File: src/overlay_cfg_pkg.sv
package overlay_cfg_pkg;

    ////////////////////////////////////////////////////////////////////////////
    // Array size
    ////////////////////////////////////////////////////////////////////////////

    // Number of PEs, also the number of beats in one frame
    localparam int PE_NUM = 4;

    // Beat counters index one frame
    localparam int BEAT_CNT_WIDTH = $clog2(PE_NUM);

    ////////////////////////////////////////////////////////////////////////////
    // Fixed point format
    ////////////////////////////////////////////////////////////////////////////

    // Q1.15 for each real and imaginary part
    localparam int DATA_WIDTH = 16;
    localparam int FRAC_BITS  = 15;

    ////////////////////////////////////////////////////////////////////////////
    // Instruction word
    ////////////////////////////////////////////////////////////////////////////

    localparam int OP_WIDTH = 2;

    // One opcode field per PE, field i at bits i*OP_WIDTH upward
    localparam int INST_WIDTH = PE_NUM * OP_WIDTH;

endpackage

File: src/overlay_types_pkg.sv
package overlay_types_pkg;

    ////////////////////////////////////////////////////////////////////////////
    // Complex sample
    ////////////////////////////////////////////////////////////////////////////

    // Real part sits in the upper half of the 32-bit word
    typedef struct packed {
        logic signed [overlay_cfg_pkg::DATA_WIDTH-1:0] re;
        logic signed [overlay_cfg_pkg::DATA_WIDTH-1:0] im;
    } cplx_t;

    ////////////////////////////////////////////////////////////////////////////
    // PE opcodes
    ////////////////////////////////////////////////////////////////////////////

    typedef enum logic [overlay_cfg_pkg::OP_WIDTH-1:0] {
        // Result is the sample
        OP_PASS = 2'd0,
        // Sample plus incoming partial
        OP_ADD  = 2'd1,
        // Coefficient times sample
        OP_MUL  = 2'd2,
        // Coefficient times sample plus incoming partial
        OP_MAC  = 2'd3
    } pe_op_e;

    ////////////////////////////////////////////////////////////////////////////
    // Frame of samples
    ////////////////////////////////////////////////////////////////////////////

    // Element i belongs to PE i
    typedef cplx_t [overlay_cfg_pkg::PE_NUM-1:0] frame_t;

endpackage

File: src/pe.sv
`timescale 1ns/1ps

module pe #(
    parameter bit CHAIN_HEAD = 1'b0
) (
    input  logic                       clk,
    input  logic                       rst,
    input  logic                       inst_v,
    input  overlay_types_pkg::pe_op_e  op,
    input  logic                       frame_v,
    input  logic                       frame_alpha,
    input  overlay_types_pkg::cplx_t   x,
    input  logic                       tx_v,
    input  overlay_types_pkg::cplx_t   tx,
    output logic                       res_v,
    output overlay_types_pkg::cplx_t   res
);

    overlay_types_pkg::pe_op_e op_r;
    overlay_types_pkg::cplx_t  coef;
    overlay_types_pkg::cplx_t  term;
    overlay_types_pkg::cplx_t  prod;
    overlay_types_pkg::cplx_t  partial;
    logic                      pending;
    logic                      load_term;
    logic                      combine;
    logic                      use_prod;
    logic                      use_partial;

    // Full precision parts, one extra bit for the sum of two products
    logic signed [2*overlay_cfg_pkg::DATA_WIDTH:0] prod_re_full;
    logic signed [2*overlay_cfg_pkg::DATA_WIDTH:0] prod_im_full;

    ////////////////////////////////////////////////////////////////////////////
    // Instruction and coefficient registers
    ////////////////////////////////////////////////////////////////////////////

    always_ff @(posedge clk) begin
        if (rst) begin
            op_r <= overlay_types_pkg::OP_PASS;
            coef <= '0;
        end else begin
            if (inst_v) begin
                op_r <= op;
            end
            if (frame_v && frame_alpha) begin
                coef <= x;
            end
        end
    end

    ////////////////////////////////////////////////////////////////////////////
    // Local term
    ////////////////////////////////////////////////////////////////////////////

    // Complex product coef * x
    always_comb begin
        prod_re_full = coef.re * x.re - coef.im * x.im;
        prod_im_full = coef.re * x.im + coef.im * x.re;
        // Arithmetic shift by FRAC_BITS, keep the low DATA_WIDTH bits
        prod.re = prod_re_full[overlay_cfg_pkg::FRAC_BITS +: overlay_cfg_pkg::DATA_WIDTH];
        prod.im = prod_im_full[overlay_cfg_pkg::FRAC_BITS +: overlay_cfg_pkg::DATA_WIDTH];
    end

    assign use_prod = (op_r == overlay_types_pkg::OP_MUL) ||
                      (op_r == overlay_types_pkg::OP_MAC);

    assign use_partial = (op_r == overlay_types_pkg::OP_ADD) ||
                         (op_r == overlay_types_pkg::OP_MAC);

    assign load_term = frame_v && !frame_alpha;

    always_ff @(posedge clk) begin
        if (load_term) begin
            term <= use_prod ? prod : x;
        end
    end

    ////////////////////////////////////////////////////////////////////////////
    // Chain link
    ////////////////////////////////////////////////////////////////////////////

    // Head of chain starts from a zero partial one cycle after its term
    assign combine = CHAIN_HEAD ? pending : tx_v;
    assign partial = CHAIN_HEAD ? '0 : tx;

    always_ff @(posedge clk) begin
        if (rst) begin
            pending <= 1'b0;
            res_v   <= 1'b0;
        end else begin
            res_v <= combine;
            // A new term may arrive on the edge that consumes the old one
            if (load_term) begin
                pending <= 1'b1;
            end else if (combine) begin
                pending <= 1'b0;
            end
        end
    end

    always_ff @(posedge clk) begin
        if (combine) begin
            if (use_partial) begin
                // Both parts wrap modulo 2^16
                res.re <= term.re + partial.re;
                res.im <= term.im + partial.im;
            end else begin
                res <= term;
            end
        end
    end

    ////////////////////////////////////////////////////////////////////////////
    // Checks
    ////////////////////////////////////////////////////////////////////////////

    // Upstream partial must meet a term of the same frame
    tx_needs_term: assert property (
        @(posedge clk) disable iff (rst)
        tx_v |-> pending
    );

endmodule

File: config.mk
export PLATFORM = sky130hd
export DESIGN_NAME = pe
export DESIGN_NICKNAME = d
export VERILOG_FILES = /design/src/overlay_cfg_pkg.sv /design/src/overlay_types_pkg.sv /design/src/pe.sv
export SDC_FILE = /design/constraint.sdc
export NUM_CORES = 2
export LEC_CHECK = 0
export ABC_AREA = 1
export BUFFER_PORTS_ARGS = -buffer_cell sky130_fd_sc_hd__buf_2
export CORE_ASPECT_RATIO = 0.7
export CORE_MARGIN = 1.5
export CORE_UTILIZATION = 62
export CTS_CLUSTER_DIAMETER = 200
export CTS_CLUSTER_SIZE = 12
export DETAILED_ROUTE_END_ITERATION = 6
export PLACE_DENSITY = 0.88
export SLEW_MARGIN = 10
export SYNTH_ARGS = -nofsm -noshare
export SYNTH_HDL_FRONTEND = slang
export SYNTH_SLANG_ARGS = --single-unit
File: constraint.sdc
create_clock -name clk -period 8.4 [get_ports clk]
set_input_delay 0.42 -clock clk [delete_from_list [all_inputs] [get_ports clk]]
set_output_delay 0.42 -clock clk [all_outputs]
set_load 0.005 [all_outputs]
==> out/qor.txt <==
Hold-fix buffers, CTS: 0
# IOs: 105
Area of the multi-input gates: 0.0352 mm^2
Synth top area share: 49.0%
Slowest-stage cell, CP: fa_1
CP Data Required Time: 8.57 ns
Yosys top cell by area: fa_1
Status: finished, final reports clean
FF+latch area: 0.00263 mm^2
DR iter-0 viols: 4123
# Max-Cap Violations: 0
Grt ovf: 0
Global-route wire length before repair: 208000 um
Worst Setup End Kind: register
M1 GR Usage: 47.2%
YS warnings: 0
Most Used Layer, Global Route: met2
Post-Syn Instances: 5721
DRT Wirelength: 129000 um
Post-synthesis sequential area ratio: 5.73%
Fmax achieved: 124 MHz
Worst Setup Path Type: register to register
Buffers on Ports: 104
Top post-synthesis cells by count: 1847 x inv_1, 1464 x nand2_1, 1121 x fa_1
Largest cells by area after synthesis: fa_1 49%, inv_1 15%, nand2_1 12%, ha_1 8.8%, edfxtp_1 4.2%
Detailed Routing Iterations Pass 1: 6
Worst min-delay path class: primary input to register
Cell Area, Synth: 0.0458 mm^2
Met2 Use GR: 54.2%
P&R area growth vs syn: 4.28%
DP Wirelength: 104000 um
CTS tree: built
Area of the core: 0.0732 mm^2
Tcrit/Tclk final: 96.2%
Worst-path clk slew: 0.09 ns
Post-CTS Resized: 0
GP Congestion: 1.01
Nets@finish: 7195
CP arrival: 8.25 ns
CTS Buf Count: 9
Cell class contributing the biggest share of worst-path delay: adder cells
Total die area: 0.0755 mm^2
Post-synth cell types: 49
Initial Utilization: 62.5%
Top_reg_cell synth: edfxtp_1
Gr usage total: 35.7%
Initial antenna violation count: 3
CP max FO: 16
Hold Vio Cnt, Final: 0
Setup crit start kind: register
RSZ-0062 raised after global routing: false
Clock root cell: clkbuf_16
Final min period: 8.08 ns
Crit path largest cell delay: 0.70 ns
CTS H-Tree Depth: 3
Most common cell in the netlist: inv_1
Buf+Inv Stages, Crit Path: 7
Actual slew at the worst max-slew pin: 1.17 ns
GRT met3 Usage: 11.3%
Post-CTS setup buffer count: 0
FP Rows: 83
Yosys reg bits: 99
Pin count of the biggest net entering global routing: 51
Clock Latency Late Sink: 0.42 ns
Vias in the first global route: 39800
Total number of vias: 36800
TNS Setup: 0 ns
Clock sinks: 99
Share of layout cells above drive strength 1: 5.12%
Die X: 328 um
Clock skew: 0.0357 ns
Die Span Y: 230 um
Detail Route Antenna Nets: 0
Wire per inst: 19.3 um
Max_slew headroom: 21.8%
Fraction of registers with async set/reset: 0%
Number of diodes: 0
Via density per instance: 5.52
Clock buffer depth: 2
Top cell by count, worst path: fa_1
Max-slew violation count: 0
DR DRC count: 0
Syn avg cell area: 8.00 um^2
Setup-failing EPs final: 0
Number of synthesized flops with an enable pin: 64
Fill cells: 5530
Syn Nets: 7236
area by class of cell:
cell class / instances / share of cell area, %
flip-flops and latches: 99 / 5.50
well taps: 977 / 2.56
clock inverters: 7 / 0.194
inverters: 1852 / 14.6
multi-input cells: 3497 / 73.7
clock buffers: 9 / 0.472
repair buffers: 221 / 3.03
through the flow:
stage	hold WS (ns)	utilization, %	area, um^2	std cells	setup slack (ns)
final	0.289	65.2	47700	6662	0.318
after global routing	0.313	65.2	47700	6662	0.0175
after CTS	0.279	65.2	47700	6662	0.518
after detailed placement	0.475	64.8	47400	6646	0.518
after global placement	0.472	64.8	47400	6646	0.527
after floorplan	0.490	-	45800	5721	1.20
placed cells by master, fill, tap and decap left out, drive strengths merged, types with 2 or more instances in the layout:
master and n:
a211oi 8, a21boi 9, a21o 16, a21oi 119
a31oi 10, buf 221, clkbuf 9, clkinv 4
dfxtp 35, edfxtp 64, fa 1121, ha 322
inv 1854, nand2 1468, nand3 81, nand3b 13
nand4 13, nor2 143, nor3 11, nor4 8
o21a 2, o21ai 67, o21bai 5, o221a 2
o311ai 2, o31ai 2, or2 34, xnor2 16
xor2 19
registers in the layout, summed over array words and instances, names as in the netlist:
register and count:
coef 32, op_r 2, res 32, res_v 1
term 32
worst paths after layout:
check        slack (ns)     start  endpoint  depth (start not counted)
max                0.32  coef[31]  term[14]                         25
min                0.29     op[0]   op_r[0]                          3
max reg2reg        0.32  coef[31]  term[14]                         25
min reg2reg        0.53   coef[8]   coef[8]                          2
logic make-up (layout without fill, tap and decap cells):
| kind of cell | count (synthesis) | in the layout | share of synthesized area, % |
|---|---|---|---|
| simple gates | 1772 | 1772 | 15.3 |
| flops | 99 | 99 | 5.73 |
| fa+ha+maj | 1443 | 1443 | 57.8 |
| compound gates | 247 | 247 | 3.06 |
| xor+xnor | 35 | 35 | 0.669 |
| buf+inv | 2125 | 2089 | 17.5 |
routing by layer:
| layer | up-vias | part of all wire [%] |
|---|---|---|
| met5 | - | 0.027 |
| met4 | 6 | 5.3 |
| met3 | 532 | 15 |
| met2 | 2510 | 43 |
| met1 | 17900 | 36 |
| li1 | 15800 | - |
tightest hold or removal path, stage by stage:
cell and delay [ns]:
buf_2 0.10, nor2_1 0.09, a211oi_1 0.05
Power is not shown: default switching activity piles up to over one toggle a cycle in this logic, so the estimate is an artifact.
