### src/overlay_cfg_pkg.sv
package overlay_cfg_pkg;

    ////////////////////////////////////////////////////////////////////////////
    // Array size
    ////////////////////////////////////////////////////////////////////////////

    // Number of PEs, also the number of beats in one frame
    localparam int PE_NUM = 4;

    // Beat counters index one frame
    localparam int BEAT_CNT_WIDTH = $clog2(PE_NUM);

    ////////////////////////////////////////////////////////////////////////////
    // Fixed point format
    ////////////////////////////////////////////////////////////////////////////

    // Q1.15 for each real and imaginary part
    localparam int DATA_WIDTH = 16;
    localparam int FRAC_BITS  = 15;

    ////////////////////////////////////////////////////////////////////////////
    // Instruction word
    ////////////////////////////////////////////////////////////////////////////

    localparam int OP_WIDTH = 2;

    // One opcode field per PE, field i at bits i*OP_WIDTH upward
    localparam int INST_WIDTH = PE_NUM * OP_WIDTH;

endpackage

### src/overlay_types_pkg.sv
package overlay_types_pkg;

    ////////////////////////////////////////////////////////////////////////////
    // Complex sample
    ////////////////////////////////////////////////////////////////////////////

    // Real part sits in the upper half of the 32-bit word
    typedef struct packed {
        logic signed [overlay_cfg_pkg::DATA_WIDTH-1:0] re;
        logic signed [overlay_cfg_pkg::DATA_WIDTH-1:0] im;
    } cplx_t;

    ////////////////////////////////////////////////////////////////////////////
    // PE opcodes
    ////////////////////////////////////////////////////////////////////////////

    typedef enum logic [overlay_cfg_pkg::OP_WIDTH-1:0] {
        // Result is the sample
        OP_PASS = 2'd0,
        // Sample plus incoming partial
        OP_ADD  = 2'd1,
        // Coefficient times sample
        OP_MUL  = 2'd2,
        // Coefficient times sample plus incoming partial
        OP_MAC  = 2'd3
    } pe_op_e;

    ////////////////////////////////////////////////////////////////////////////
    // Frame of samples
    ////////////////////////////////////////////////////////////////////////////

    // Element i belongs to PE i
    typedef cplx_t [overlay_cfg_pkg::PE_NUM-1:0] frame_t;

endpackage

### src/sipo_frame.sv
`timescale 1ns/1ps

module sipo_frame (
    input  logic                       clk,
    input  logic                       rst,
    input  logic                       din_v,
    input  overlay_types_pkg::cplx_t   din,
    input  logic                       alpha_v,
    output logic                       frame_v,
    output logic                       frame_alpha,
    output overlay_types_pkg::frame_t  frame
);

    // Index of the next beat inside the frame
    logic [overlay_cfg_pkg::BEAT_CNT_WIDTH-1:0] beat_cnt;
    logic                                       last_beat;

    assign last_beat = din_v &&
        (beat_cnt == overlay_cfg_pkg::BEAT_CNT_WIDTH'(overlay_cfg_pkg::PE_NUM - 1));

    // Beat counter and frame strobe
    always_ff @(posedge clk) begin
        if (rst) begin
            beat_cnt    <= '0;
            frame_v     <= 1'b0;
            frame_alpha <= 1'b0;
        end else begin
            frame_v <= last_beat;
            if (last_beat) begin
                beat_cnt    <= '0;
                // Coefficient tag taken with the closing beat
                frame_alpha <= alpha_v;
            end else if (din_v) begin
                beat_cnt <= beat_cnt + 1'b1;
            end
        end
    end

    // Frame storage, beat k lands in element k
    always_ff @(posedge clk) begin
        if (din_v) begin
            frame[beat_cnt] <= din;
        end
    end

    ////////////////////////////////////////////////////////////////////////////
    // Checks
    ////////////////////////////////////////////////////////////////////////////

    // A frame needs PE_NUM beats, so strobes can never be adjacent
    frame_v_spacing: assert property (
        @(posedge clk) disable iff (rst)
        frame_v |=> !frame_v
    );

endmodule

### config.mk
export PLATFORM = sky130hd
export DESIGN_NAME = sipo_frame
export DESIGN_NICKNAME = d
export VERILOG_FILES = /design/src/overlay_cfg_pkg.sv /design/src/overlay_types_pkg.sv /design/src/sipo_frame.sv
export SDC_FILE = /design/constraint.sdc
export NUM_CORES = 1
export LEC_CHECK = 0
export ABC_CLOCK_PERIOD_IN_PS = 3790
export BUFFER_PORTS_ARGS = -buffer_cell sky130_fd_sc_hd__buf_2
export CAP_MARGIN = 10
export CELL_PAD_IN_SITES_DETAIL_PLACEMENT = 1
export CELL_PAD_IN_SITES_GLOBAL_PLACEMENT = 2
export CORE_ASPECT_RATIO = 1.2
export CORE_MARGIN = 8
export CORE_UTILIZATION = 36
export DETAILED_ROUTE_END_ITERATION = 8
export GPL_TIMING_DRIVEN = 1
export MAX_ROUTING_LAYER = met4
export PLACE_DENSITY_LB_ADDON = 0.12
export SLEW_MARGIN = 20
export SYNTH_ARGS = -nofsm -noshare
export SYNTH_HDL_FRONTEND = slang
export SYNTH_SLANG_ARGS = --single-unit
### constraint.sdc
create_clock -name clk -period 3.79 [get_ports clk]
set_input_delay 0.758 -clock clk [delete_from_list [all_inputs] [get_ports clk]]
set_output_delay 0.758 -clock clk [all_outputs]
set_load 0.02 [all_outputs]
==> impl_metrics.py <==
metrics = {
    "final_layout": {
        "drive_above_1_share_pct": 57.5,
        "num_antenna_cells": 0,
        "layout_common_cells": "165 x buf_2, 128 x edfxtp_1, 17 x clkbuf_16",
        "layout_commonest_cell": "buf_2",
        "area_growth_syn_to_layout_pct": 40.9,
        "nets": 375,
    },
    "synth": {
        "synth_top_area_share_pct": 94.3,
        "synth_cells": 152,
        "synth_nets": 192,
        "synth_cell_types": 14,
        "synth.area.top_cells": "edfxtp_1 94%, dfxtp_1 2.0%, ha_1 1.2%, and2_1 0.61%, a21bo_1 0.25%",
        "netlist_area_sq_mm": 0.00408,
        "ys_ff_latch": 132,
        "seq_area_frac_synth_pct": 96.3,
        "yosysWarnings": 0,
        "syn_area_per_cell_sq_um": 26.8,
        "yosysTopAreaCell": "edfxtp_1",
    },
    "min_path": {
        "hold_path_class": "reg -> reg",
        "hp-start": "beat_cnt[1]$_SDFFE_PP0P_",
        "worstHoldPathCells": 2,
        "min_to": "beat_cnt[1]$_SDFFE_PP0P_",
    },
    "timing": {
        "worst_slew_pin_slew_ns": 0.925,
        "setup_viol": 0,
        "max_freq_ghz": 0.550,
        "period_minus_slack_ns": 1.82,
        "finalHoldViolCount": 0,
        "slew_headroom_pct": 38.3,
        "fin_ws_ns": 1.97,
        "skew_ns": 0.00884,
        "fin_setup_tns_ns": 0,
        "drv_slew": 0,
        "rsz0062_at_grt": "no",
        "min_period_over_period_pct": 48.0,
    },
    "pwr": {
        "ir_drop_mv": 0.361,
        "power_switching_uw": 704,
        "power.density_mw_per_mm2": 643,
        "leakage_nw": 2.26,
        "p_clk_share_pct": 49.5,
        "seqPwrFrac_pct": 45.6,
        "combinationalPowerShare_pct": 4.9,
        "intPower_mw": 2.99,
        "sw_frac_of_total_pct": 19.1,
    },
    "die": {
        "rows": 42,
        "core_sq_mm": 0.0110,
        "start_util_pct": 36.9,
        "dieWidth_microns": 113,
        "num_io_pins": 166,
        "dieArea_sq_mm": 0.0150,
        "die_h_microns": 133,
    },
    "outcome": {
        "status": "finished, final reports clean",
    },
    "drt": {
        "remaining_drc_errors": 0,
        "num_vias": 2180,
        "ant_nets": 0,
        "drtIter0Drc": 103,
        "wl_per_cell_microns": 20.8,
        "totalWireLength_mm": 9.98,
        "vias_per_cell": 4.54,
        "firstDrtPassIters": 6,
    },
    "setup_path": {
        "r2r_cells": 2,
        "crit_fanout": 33,
        "path_class": "reg -> reg",
        "cpPeakStageDelay_ns": 0.79,
        "reg2reg_slack_ns": 1.97,
        "required_ns": 3.81,
        "reg2reg_to": "frame[113]$_DFFE_PP_",
        "reg2reg_from": "beat_cnt[1]$_SDFFE_PP0P_",
        "worstPathArrival_ns": 1.84,
        "end_kind": "register",
        "crit_path_top_delay_cell": "and2_2",
        "crit_chain": "ha_1 -> and2_2",
        "startpoint_type": "register",
    },
    "placed_design": {
        "dpl.hpwl_mm": 6.85,
        "gp_congestion": 0.753,
        "place.port_buffers": 165,
        "post-place-ws_ns": 1.62,
    },
    "clocking": {
        "cts_resized": 0,
        "numCtsBuffers": 17,
        "cts_setup_buffers": 0,
        "clk_transition_reported_paths_ns": 0.05,
        "ctsLongestPathBuffers": 2,
        "holdBufCountCts": 0,
        "clk-insertion-delay-late_ns": 0.40,
        "clock_sinks": 132,
        "cts_tree": "done",
        "htree_levels": 4,
        "root_buffer": "clkbuf_16",
    },
    "global_routing": {
        "grt-ovfl-total": 0,
        "grt_pass1_wl_mm": 14.6,
        "grt_usage_pct": 13.8,
        "grt_pass1_vias": 2414,
        "antenna_found_initial": 0,
        "grt_max_degree": 34,
    },
    "job": {
        "drv_cap": 0,
    },
}
[logic make-up (layout without fill, tap and decap cells)]
| kind of cell | Yosys count | count (layout) | share of synthesized area (%) |
|---|---|---|---|
| buffers and inverters | 3 | 199 | 0.368 |
| adder cells (fa/ha/maj) | 4 | 4 | 1.23 |
| AO/OA/AOI/OAI | 4 | 4 | 0.675 |
| AND/OR/NAND/NOR | 9 | 9 | 1.47 |
| flip-flops | 132 | 132 | 96.3 |
[power groups by stage]
stage	logic (mW)	clock network, mW	registers [mW]
after floorplan	0.0272	0	1.77
after global placement	0.183	0	1.71
after detailed placement	0.187	0	1.71
after CTS	0.188	1.86	1.68
after global routing	0.195	1.91	1.69
final	0.182	1.83	1.68
[synthesized netlist by cell type (all sizes together)]
| master | instances |
|---|---|
| nand3b | 1 |
| and2 | 4 |
| a21bo | 1 |
| nor2b | 1 |
| ha | 4 |
| or4b | 1 |
| a21oi | 2 |
| nand2b | 1 |
| buf | 1 |
| dfxtp | 4 |
| inv | 2 |
| o31ai | 1 |
| edfxtp | 128 |
| nand3 | 1 |
[through the flow]
stage | util (%) | instances | hold slack [ns] | total power [mW] | area [sq um]
6_report | 52.1 | 480 | 0.525 | 3.69 | 5740
5_1_grt | 52.1 | 480 | 0.550 | 3.79 | 5740
4_1_cts | 52.1 | 480 | 0.530 | 3.73 | 5740
3_5_place_dp | 45.9 | 448 | 0.520 | 1.90 | 5060
3_3_place_gp | 45.9 | 448 | 0.510 | 1.89 | 5060
2_1_floorplan | - | 152 | 0.472 | 1.80 | 4080
[layout make-up]
| type | count | area [sq um] |
|---|---|---|
| Clock buffer | 24 | 512 |
| Clock inverter | 8 | 168 |
| Fill cell | 1036 | 5290 |
| Inverter | 2 | 7.51 |
| Multi-Input combinational cell | 17 | 143 |
| Sequential cell | 132 | 3920 |
| Tap cell | 132 | 165 |
| Timing Repair Buffer | 165 | 826 |
[per-layer routing]
layer | up-vias | share of wire (%) | global-route usage (%)
met5 | - | 0 | -
met4 | 0 | 2.1 | 6.16
met3 | 14 | 7.2 | 5.37
met2 | 100 | 53 | 23.4
met1 | 1089 | 38 | 13.7
li1 | 977 | - | -
[critical path, delay by kind of cell, from the launching register on]
kind,cells,cell delay (ns)
AND/OR/NAND/NOR,1,0.79
adder cells (fa/ha/maj),1,0.25
flip-flops,1,0.39
[flip-flops by register name (all words and copies together), names as in the netlist]
| register | flops |
|---|---|
| frame | 128 |
| frame_alpha | 1 |
| beat_cnt | 2 |
| frame_v | 1 |
[how the worst max path moves through the flow]
stage	start	to	slack, ns	cells after the start
global placement	din_v	frame[89]$_DFFE_PP_	1.65	2
global route	beat_cnt[1]$_SDFFE_PP0P_	frame[113]$_DFFE_PP_	1.85	2
floorplan	din_v	frame[100]$_DFFE_PP_	1.70	2
detailed placement	din_v	frame[68]$_DFFE_PP_	1.62	2
CTS	beat_cnt[1]$_SDFFE_PP0P_	frame[113]$_DFFE_PP_	1.93	2
finish	beat_cnt[1]$_SDFFE_PP0P_	frame[113]$_DFFE_PP_	1.97	2
Power figures use the tool's default switching activity.
