## src/overlay_cfg_pkg.sv

```systemverilog
package overlay_cfg_pkg;

    ////////////////////////////////////////////////////////////////////////////
    // Array size
    ////////////////////////////////////////////////////////////////////////////

    // Number of PEs, also the number of beats in one frame
    localparam int PE_NUM = 4;

    // Beat counters index one frame
    localparam int BEAT_CNT_WIDTH = $clog2(PE_NUM);

    ////////////////////////////////////////////////////////////////////////////
    // Fixed point format
    ////////////////////////////////////////////////////////////////////////////

    // Q1.15 for each real and imaginary part
    localparam int DATA_WIDTH = 16;
    localparam int FRAC_BITS  = 15;

    ////////////////////////////////////////////////////////////////////////////
    // Instruction word
    ////////////////////////////////////////////////////////////////////////////

    localparam int OP_WIDTH = 2;

    // One opcode field per PE, field i at bits i*OP_WIDTH upward
    localparam int INST_WIDTH = PE_NUM * OP_WIDTH;

endpackage

```

## src/overlay_types_pkg.sv

```systemverilog
package overlay_types_pkg;

    ////////////////////////////////////////////////////////////////////////////
    // Complex sample
    ////////////////////////////////////////////////////////////////////////////

    // Real part sits in the upper half of the 32-bit word
    typedef struct packed {
        logic signed [overlay_cfg_pkg::DATA_WIDTH-1:0] re;
        logic signed [overlay_cfg_pkg::DATA_WIDTH-1:0] im;
    } cplx_t;

    ////////////////////////////////////////////////////////////////////////////
    // PE opcodes
    ////////////////////////////////////////////////////////////////////////////

    typedef enum logic [overlay_cfg_pkg::OP_WIDTH-1:0] {
        // Result is the sample
        OP_PASS = 2'd0,
        // Sample plus incoming partial
        OP_ADD  = 2'd1,
        // Coefficient times sample
        OP_MUL  = 2'd2,
        // Coefficient times sample plus incoming partial
        OP_MAC  = 2'd3
    } pe_op_e;

    ////////////////////////////////////////////////////////////////////////////
    // Frame of samples
    ////////////////////////////////////////////////////////////////////////////

    // Element i belongs to PE i
    typedef cplx_t [overlay_cfg_pkg::PE_NUM-1:0] frame_t;

endpackage

```

## src/result_piso.sv

```systemverilog
`timescale 1ns/1ps

module result_piso (
    input  logic                                 clk,
    input  logic                                 rst,
    input  logic [overlay_cfg_pkg::PE_NUM-1:0]   res_v,
    input  overlay_types_pkg::frame_t            res,
    output logic                                 dout_v,
    output overlay_types_pkg::cplx_t             dout
);

    overlay_types_pkg::cplx_t [overlay_cfg_pkg::PE_NUM-2:0] slots;
    overlay_types_pkg::frame_t                              shreg;
    logic                                                   load;

    // Wide enough to hold PE_NUM itself
    logic [overlay_cfg_pkg::BEAT_CNT_WIDTH:0] remain;

    // Last PE finishing closes the frame
    assign load = res_v[overlay_cfg_pkg::PE_NUM-1];

    // Result slots of all PEs but the last
    always_ff @(posedge clk) begin
        for (int k = 0; k < overlay_cfg_pkg::PE_NUM - 1; k++) begin
            if (res_v[k]) begin
                slots[k] <= res[k];
            end
        end
    end

    ////////////////////////////////////////////////////////////////////////////
    // Serial output
    ////////////////////////////////////////////////////////////////////////////

    // Last slot is taken straight from the PE as it arrives
    always_ff @(posedge clk) begin
        if (load) begin
            for (int k = 0; k < overlay_cfg_pkg::PE_NUM - 1; k++) begin
                shreg[k] <= slots[k];
            end
            shreg[overlay_cfg_pkg::PE_NUM-1] <= res[overlay_cfg_pkg::PE_NUM-1];
        end else if (dout_v) begin
            for (int k = 0; k < overlay_cfg_pkg::PE_NUM - 1; k++) begin
                shreg[k] <= shreg[k+1];
            end
        end
    end

    always_ff @(posedge clk) begin
        if (rst) begin
            remain <= '0;
        end else if (load) begin
            remain <= (overlay_cfg_pkg::BEAT_CNT_WIDTH + 1)'(overlay_cfg_pkg::PE_NUM);
        end else if (dout_v) begin
            remain <= remain - 1'b1;
        end
    end

    assign dout_v = (remain != '0);
    assign dout   = shreg[0];

    // Chain delivers one PE result per cycle
    res_v_onehot: assert property (
        @(posedge clk) disable iff (rst)
        $onehot0(res_v)
    );

    // New frame must not cut into the one being shifted out
    load_no_overlap: assert property (
        @(posedge clk) disable iff (rst)
        load |-> (remain <= 1)
    );

endmodule

```

## config.mk

```make
export PLATFORM = sky130hd
export DESIGN_NAME = result_piso
export DESIGN_NICKNAME = d
export VERILOG_FILES = /design/src/overlay_cfg_pkg.sv /design/src/overlay_types_pkg.sv /design/src/result_piso.sv
export SDC_FILE = /design/constraint.sdc
export NUM_CORES = 1
export LEC_CHECK = 0
export ABC_AREA = 0
export BUFFER_PORTS_ARGS = -buffer_cell sky130_fd_sc_hd__buf_2
export CAP_MARGIN = 20
export CORE_MARGIN = 2
export CORE_UTILIZATION = 25
export CTS_BUF_LIST = sky130_fd_sc_hd__clkbuf_8
export DETAILED_ROUTE_END_ITERATION = 7
export GPL_TIMING_DRIVEN = 0
export PLACE_DENSITY_LB_ADDON = 0.15
export SLEW_MARGIN = 20
export SYNTH_ARGS = -nofsm -noshare
export SYNTH_HDL_FRONTEND = slang
export SYNTH_SLANG_ARGS = --single-unit
```

## constraint.sdc

```tcl
create_clock -name clk -period 3.5 [get_ports clk]
set_input_delay 0.35 -clock clk [delete_from_list [all_inputs] [get_ports clk]]
set_output_delay 0.35 -clock clk [all_outputs]
set_load 0.005 [all_outputs]
```

==> metrics.txt, run 1 <==
# TYPE chip_impl_metric gauge
chip_impl_metric{name="htreeDepth",unit=""} 2
chip_impl_metric{name="synth_xor_area_share",unit="%"} 0.1052
chip_impl_metric{name="numCtsBuffers",unit=""} 40
chip_impl_metric{name="place_congestion",unit=""} 0.7085
chip_impl_metric{name="rows",unit=""} 66
chip_impl_metric{name="clk-insertion-delay-late",unit="ns"} 0.52
chip_impl_metric{name="synth.net_count",unit=""} 519
chip_impl_metric{name="nNetsFinal",unit=""} 856
chip_impl_metric{name="count_of_hold_fix_buffers_inserted_at_cts",unit=""} 128
chip_impl_metric{name="path_max_fanout",unit=""} 49
chip_impl_metric{name="post_cts.repair.setup_buffers",unit=""} 0
chip_impl_metric{name="synth_warnings",unit=""} 0
chip_impl_metric{name="timing.critical_path.required",unit="ns"} 3.69
chip_impl_metric{name="synth_top_area_share",unit="%"} 80.83
chip_impl_metric{name="drv_slew",unit=""} 0
chip_impl_info{name="min_path_type",value="input pin to flop"} 1
chip_impl_info{name="outcome",value="complete, no violations"} 1
chip_impl_metric{name="final_period_minus_worst_setup_slack",unit="ns"} 2.533
chip_impl_metric{name="worstPathBufferInverterCount",unit=""} 6
chip_impl_metric{name="leakagePower",unit="nW"} 4.564
chip_impl_metric{name="drc",unit=""} 0
chip_impl_metric{name="crit_path_max_incr_delay",unit="ns"} 0.72
chip_impl_metric{name="initial_antenna_violation_count",unit=""} 0
chip_impl_metric{name="finalCoreUtilization",unit="%"} 36.10
chip_impl_metric{name="yosys_register_bits",unit=""} 227
chip_impl_metric{name="floorplan.die_area",unit="um2"} 34760
chip_impl_info{name="cts_tree",value="yes"} 1
chip_impl_metric{name="arrival",unit="ns"} 2.72
chip_impl_metric{name="syn_avg_cell_area",unit="um2"} 21.78
chip_impl_metric{name="boundary_pins",unit=""} 167
chip_impl_metric{name="timing.max_cap.violations",unit=""} 0
chip_impl_metric{name="io_buffers",unit=""} 166
chip_impl_info{name="cell_type_group_with_the_largest_total_delay_on_the_critical_path",value="buffers and inverters"} 1
chip_impl_metric{name="grt_util_all_layers",unit="%"} 10.26
chip_impl_metric{name="ant_nets",unit=""} 0
chip_impl_info{name="yosysTopAreaCell",value="edfxtp_1"} 1
chip_impl_metric{name="cts_max_path_buffers",unit=""} 3
chip_impl_info{name="yosys-top-cells-area",value="edfxtp_1 81%, mux2_2 12%, buf_4 2.9%, mux2_4 1.3%, dfxtp_1 0.72%"} 1
chip_impl_metric{name="wire_length_of_the_first_global_routing_pass",unit="um"} 27380
chip_impl_metric{name="layout.filler_cells",unit=""} 3130
chip_impl_metric{name="max_clock_freq",unit="MHz"} 394.7
chip_impl_metric{name="worst_pin_slew",unit="ns"} 0.9577
chip_impl_metric{name="overall_die_width",unit="um"} 186.4
chip_impl_metric{name="synthAdderAreaFrac",unit="%"} 0.4511
chip_impl_metric{name="synth-compound-area-share",unit="%"} 0.2406
chip_impl_metric{name="detail_route.vias_per_cell",unit=""} 3.767
chip_impl_info{name="synth_ff_type",value="edfxtp_1"} 1
chip_impl_metric{name="final_hold_viol_count",unit=""} 0
chip_impl_metric{name="synth_async_sr_flop_share",unit="%"} 0
chip_impl_metric{name="muxShareOfSynthArea",unit="%"} 13.43
chip_impl_metric{name="post-route-period-util",unit="%"} 72.38
chip_impl_metric{name="synthesis.instances",unit=""} 382
chip_impl_metric{name="synth_edf_count",unit=""} 224
chip_impl_metric{name="power.ir.vdd_worst",unit="uV"} 242.6
chip_impl_metric{name="synth_sequential_area_ratio",unit="%"} 81.55
chip_impl_info{name="start_kind",value="input pin"} 1
chip_impl_metric{name="slew-limit-headroom",unit="%"} 36.15
chip_impl_metric{name="initial_core_util",unit="%"} 25.51
chip_impl_metric{name="fin_skew",unit="ns"} 0.008003
chip_impl_metric{name="die_height",unit="um"} 186.4
chip_impl_info{name="clock-root-buffer",value="clkbuf_8"} 1
chip_impl_metric{name="cts.clk_slew.worst_paths",unit="ns"} 0.05
chip_impl_metric{name="reg2reg_setup_slack",unit="ns"} 1.36
chip_impl_metric{name="synth_simple_gate_area_share",unit="%"} 0.1804
chip_impl_metric{name="post_route_cells_drive_above_1_share",unit="%"} 47.86
chip_impl_metric{name="global_route.overflow_total",unit=""} 0
chip_impl_metric{name="power_density",unit="nW/um2"} 541.1
chip_impl_info{name="timing.critical_path.cells",value="buf_2 > buf_6 > buf_6 > buf_6 > inv_1 > nand2_4 > buf_16"} 1
chip_impl_metric{name="antennaDiodeCount",unit=""} 0
chip_impl_metric{name="detail_route.first_pass.iterations",unit=""} 4
chip_impl_metric{name="area_delta_synth_final",unit="%"} 41.48
chip_impl_metric{name="count_of_cells_resized_by_post_cts_repair",unit=""} 0
chip_impl_info{name="yosys-top-cells-count",value="224 x edfxtp_1, 89 x mux2_2, 32 x buf_4"} 1
chip_impl_info{name="setup_repair_after_global_routing_missed_its_margin",value="false"} 1
chip_impl_metric{name="final_report_setup_violation_count",unit=""} 0
chip_impl_metric{name="grt_pass1_vias",unit=""} 5043
chip_impl_metric{name="wl_per_cell",unit="um"} 14.95
chip_impl_info{name="worst_path_max_delay_cell",value="buf_2"} 1
chip_impl_info{name="cell_seen_most_often_among_critical_path_stages",value="buf_6"} 1
chip_impl_metric{name="standard_cell_core_area",unit="um2"} 32620
chip_impl_metric{name="yosys_cell_types",unit=""} 16
chip_impl_metric{name="routed_via_count",unit=""} 4475
chip_impl_metric{name="syn-cell-area",unit="um2"} 8322
chip_impl_metric{name="place_hpwl",unit="um"} 11030
chip_impl_metric{name="whs",unit="ns"} 0.05292
chip_impl_metric{name="detail_route.iter0.violations",unit=""} 146
chip_impl_metric{name="grt_start_max_net_pins",unit=""} 50
chip_impl_info{name="setup.worst_path.end_class",value="flop"} 1
chip_impl_info{name="largest_family_of_logic_cells_by_synthesized_area",value="multiplexers"} 1
chip_impl_metric{name="clkSinkCount",unit=""} 227
chip_impl_metric{name="routed_wirelength",unit="um"} 17760
chip_impl_info{name="worstSetupPathType",value="input pin to flop"} 1
chip_impl_info{name="post-synth-top-count-cell",value="edfxtp_1"} 1
worst paths after layout:
path	start	endpoint	depth (start not counted)
worst max-delay path	res_v[3]	shreg[75]	7
worst min-delay path	res[43]	slots[43]	1
worst max register to register	remain[0]	shreg[75]	5
worst min register to register	shreg[43]	dout[11]	1
routing by layer:
layer,global-route usage (%),part of all wire [%],up-vias
met1,11.81,41,2172
met4,4.246,2.7,0
met2,18.11,51,130
met5,0,0,-
li1,-,-,2130
met3,2.652,5.4,43
state kept, by name, summed over array words and instances (netlist names):
register and cells:
remain 3, shreg 96, slots 96, dout 32
cell usage in the layout, fill, tap and decap left out, types with 2 or more instances in the layout:
| master | instances |
|---|---|
| clkinvlp_4 | 2 |
| edfxtp_1 | 224 |
| dfxtp_1 | 3 |
| clkinv_2 | 2 |
| mux2_4 | 7 |
| dlygate4sd3_1 | 128 |
| inv_1 | 20 |
| clkinv_1 | 6 |
| ha_1 | 3 |
| clkbuf_8 | 43 |
| buf_2 | 174 |
| bufinv_16 | 2 |
| mux2_2 | 89 |
| buf_6 | 3 |
| buf_4 | 32 |
report_power, final:
| part | total, mW | leakage (nW) | internal [mW] | switching (mW) |
|---|---|---|---|---|
| Sequential | 3.42 | 2.25 | 3.35 | 0.0698 |
| Combinational | 0.650 | 1.88 | 0.390 | 0.260 |
| Clock | 2.30 | 0.430 | 1.27 | 1.03 |
| Total | 6.37 | 4.56 | 5.01 | 1.36 |
layout make-up:
type,instances,area [um2],area share [%]
plain buffers,43,314.1,2.667
clock buffers,43,591.8,5.027
clock inverters,26,160.2,1.360
inverters,6,22.52,0.1913
multi-input cells,106,1206,10.24
flip-flops and latches,227,6787,57.64
well taps,442,553.0,4.697
repair buffers,295,2140,18.17
stage by stage:
step	cell area [um2]	setup slack, ns	setup TNS (ns)	cells	total power [mW]
2_1_floorplan	8322	0.1844	0	382	3.758
3_3_place_gp	9706	-2.038	-194.52	990	4.023
3_5_place_dp	9741	0.2975	0	991	4.033
4_1_cts	11770	0.8772	0	1188	6.503
5_1_grt	11770	0.7784	0	1188	6.697
6_report	11770	0.9666	0	1188	6.371
logic make-up (layout without fill, tap and decap cells):
kind of cell | after synthesis | in the layout
xor gates and xnor gates | 1 | 1
muxes | 97 | 97
and+or+nand+nor | 3 | 3
adders and majority gates | 3 | 3
buffers and inverters | 49 | 413
AOI/OAI and AO/OA | 2 | 2
DFF | 227 | 227
Note: power is estimated with default switching activity, not from simulation.
==> run 2, diff against run 1 <==
clock period = 2.65 ns   (was 3.5 ns; I/O delays follow)
==> metrics.txt, run 2 (synthesis gave the netlist of run 1 again) <==
# TYPE chip_impl_metric gauge
chip_impl_info{name="outcome",value="complete, no violations"} 1
chip_impl_metric{name="grt_start_max_net_pins",unit=""} 55
chip_impl_info{name="hold_start",value="res[122]"} 1
chip_impl_info{name="critical_path.reg2reg.startpoint",value="remain[0]"} 1
chip_impl_info{name="min_path_type",value="input pin to flop"} 1
chip_impl_metric{name="crit_path_max_incr_delay",unit="ns"} 0.73
chip_impl_metric{name="initial_core_util",unit="%"} 25.51
chip_impl_metric{name="clkSinkCount",unit=""} 227
chip_impl_metric{name="worstPathBufferInverterCount",unit=""} 6
chip_impl_info{name="final_common_cell",value="edfxtp_1"} 1
chip_impl_metric{name="drv_slew",unit=""} 0
chip_impl_info{name="setup_repair_after_global_routing_missed_its_margin",value="false"} 1
chip_impl_metric{name="boundary_pins",unit=""} 167
chip_impl_metric{name="worst_pin_slew",unit="ns"} 0.9837
chip_impl_metric{name="max_clock_freq",unit="MHz"} 434.3
chip_impl_metric{name="drc",unit=""} 0
chip_impl_metric{name="place_hpwl",unit="um"} 10890
chip_impl_metric{name="cts_max_path_buffers",unit=""} 3
chip_impl_info{name="cts_tree",value="yes"} 1
chip_impl_metric{name="final_hold_viol_count",unit=""} 0
chip_impl_metric{name="clk-insertion-delay-late",unit="ns"} 0.52
chip_impl_metric{name="placedInstanceArea",unit="um2"} 9749
chip_impl_metric{name="final_report_setup_violation_count",unit=""} 0
chip_impl_info{name="cell_type_group_with_the_largest_total_delay_on_the_critical_path",value="buffers and inverters"} 1
chip_impl_info{name="setup.worst_path.end_class",value="flop"} 1
chip_impl_info{name="timing.critical_path.cells",value="buf_2 > buf_6 > buf_6 > buf_6 > inv_1 > nand2_8 > buf_16"} 1
chip_impl_info{name="hold-path-endpoint",value="shreg[122]"} 1
chip_impl_metric{name="htreeDepth",unit=""} 2
chip_impl_metric{name="place_congestion",unit=""} 0.7005
chip_impl_metric{name="arrival",unit="ns"} 2.48
chip_impl_metric{name="detail_route.first_pass.iterations",unit=""} 4
chip_impl_metric{name="io_buffers",unit=""} 166
chip_impl_info{name="start_kind",value="input pin"} 1
chip_impl_metric{name="area_delta_synth_final",unit="%"} 41.74
chip_impl_metric{name="power_density",unit="nW/um2"} 713.3
chip_impl_metric{name="nNetsFinal",unit=""} 860
chip_impl_metric{name="standard_cell_core_area",unit="um2"} 32620
chip_impl_info{name="worstSetupPathType",value="input pin to flop"} 1
chip_impl_metric{name="reg2reg_depth",unit=""} 5
chip_impl_info{name="most_frequent_cells_in_the_layout",value="224 x edfxtp_1, 174 x buf_2, 129 x dlygate4sd3_1"} 1
chip_impl_metric{name="antennaDiodeCount",unit=""} 0
chip_impl_metric{name="final_period_minus_worst_setup_slack",unit="ns"} 2.303
chip_impl_metric{name="design_area",unit="um2"} 11800
chip_impl_metric{name="routed_via_count",unit=""} 4519
chip_impl_metric{name="ant_nets",unit=""} 0
chip_impl_metric{name="path_max_fanout",unit=""} 54
chip_impl_metric{name="cts.clk_slew.worst_paths",unit="ns"} 0.06
chip_impl_metric{name="numCtsBuffers",unit=""} 43
chip_impl_metric{name="min_path_cells",unit=""} 2
chip_impl_metric{name="overall_die_width",unit="um"} 186.4
chip_impl_metric{name="wl_per_cell",unit="um"} 15.29
chip_impl_metric{name="leakagePower",unit="nW"} 4.573
chip_impl_metric{name="post-route-period-util",unit="%"} 86.90
chip_impl_metric{name="routed_wirelength",unit="um"} 18240
chip_impl_metric{name="floorplan.die_area",unit="um2"} 34760
chip_impl_metric{name="timing.max_cap.violations",unit=""} 0
chip_impl_metric{name="wire_length_of_the_first_global_routing_pass",unit="um"} 28290
chip_impl_metric{name="initial_antenna_violation_count",unit=""} 0
chip_impl_metric{name="grt_pass1_vias",unit=""} 5117
chip_impl_metric{name="reg2reg_setup_slack",unit="ns"} 0.68
chip_impl_info{name="clock-root-buffer",value="clkbuf_8"} 1
chip_impl_info{name="cell_seen_most_often_among_critical_path_stages",value="buf_6"} 1
chip_impl_metric{name="rows",unit=""} 66
chip_impl_metric{name="global_route.overflow_total",unit=""} 0
chip_impl_metric{name="grt_util_all_layers",unit="%"} 10.60
chip_impl_metric{name="detail_route.vias_per_cell",unit=""} 3.788
chip_impl_info{name="r2r_end",value="shreg[49]"} 1
chip_impl_metric{name="die_height",unit="um"} 186.4
chip_impl_info{name="worst_path_max_delay_cell",value="buf_2"} 1
chip_impl_metric{name="power.ir.vdd_worst",unit="uV"} 365.3
chip_impl_metric{name="timing.critical_path.required",unit="ns"} 2.83
chip_impl_metric{name="fin_skew",unit="ns"} 0.01693
chip_impl_metric{name="post_route_cells_drive_above_1_share",unit="%"} 47.54
chip_impl_metric{name="detail_route.iter0.violations",unit=""} 157
chip_impl_metric{name="slew-limit-headroom",unit="%"} 34.42
chip_impl_metric{name="finalCoreUtilization",unit="%"} 36.16
run 2: worst max path at each step:
stage / startpoint / cells after the start / slack, ns / to
finish: res_v[3] / 7 / 0.35 / shreg[49]
global route: res_v[3] / 7 / 0.15 / shreg[49]
CTS: res_v[3] / 7 / 0.25 / shreg[82]
detailed placement: res_v[3] / 7 / -0.32 / shreg[73]
global placement: res_v[3] / 6 / -1.43 / shreg[73]
floorplan: remain[0] / 4 / 0.25 / dout[0]
run 2: layer usage:
layer / share of wire (%) / GRT usage (%) / wire length, um
met2: 50 / 18.48 / 9168
met3: 4.9 / 2.671 / 895
met5: 0 / 0 / 0
met4: 2.7 / 4.031 / 488
met1: 42 / 12.58 / 7689
run 2: timing repair:
| action | 4_1_cts | 5_1_grt |
|---|---|---|
| hold buffers | 129 | 0 |
| setup buffers | 0 | 0 |
| hold endpoints to repair | 131 | 0 |
| resized for setup | 0 | 0 |
run 2: area by class of cell:
| class | instances | area, um2 |
|---|---|---|
| well taps | 442 | 553.0 |
| inverters | 6 | 22.52 |
| plain buffers | 43 | 314.1 |
| flip-flops and latches | 227 | 6787 |
| fillers | 3158 | 20820 |
| multi-input cells | 106 | 1215 |
| clock inverters | 28 | 135.1 |
| repair buffers | 296 | 2150 |
| clock buffers | 45 | 619.3 |
run 2: worst register-to-register path, stage by stage (launching register included):
cell and delay, ns:
dfxtp_1 0.35, inv_1 0.05, ha_1 0.21, ha_1 0.32, nand2_8 0.33, buf_16 0.32
run 2: power by group:
part | leakage [nW] | switching, mW | internal (mW)
logic | 1.88 | 0.347 | 0.517
clock network | 0.436 | 1.38 | 1.65
registers | 2.25 | 0.0944 | 4.43
total | 4.57 | 1.82 | 6.59
run 2: metrics by stage:
stage / power [mW] / worst slack, ns / instances / TNS (ns) / hold slack [ns]
global route: 8.865 / 0.1451 / 1193 / 0 / 0.4215
floorplan: 4.958 / 0.2487 / 382 / 0 / 0.3341
finish: 8.413 / 0.3473 / 1193 / 0 / 0.4498
detailed placement: 5.327 / -0.3201 / 991 / -16.67 / 0.4431
CTS: 8.593 / 0.2504 / 1193 / 0 / 0.3997
global placement: 5.299 / -1.429 / 990 / -135.84 / 0.4410
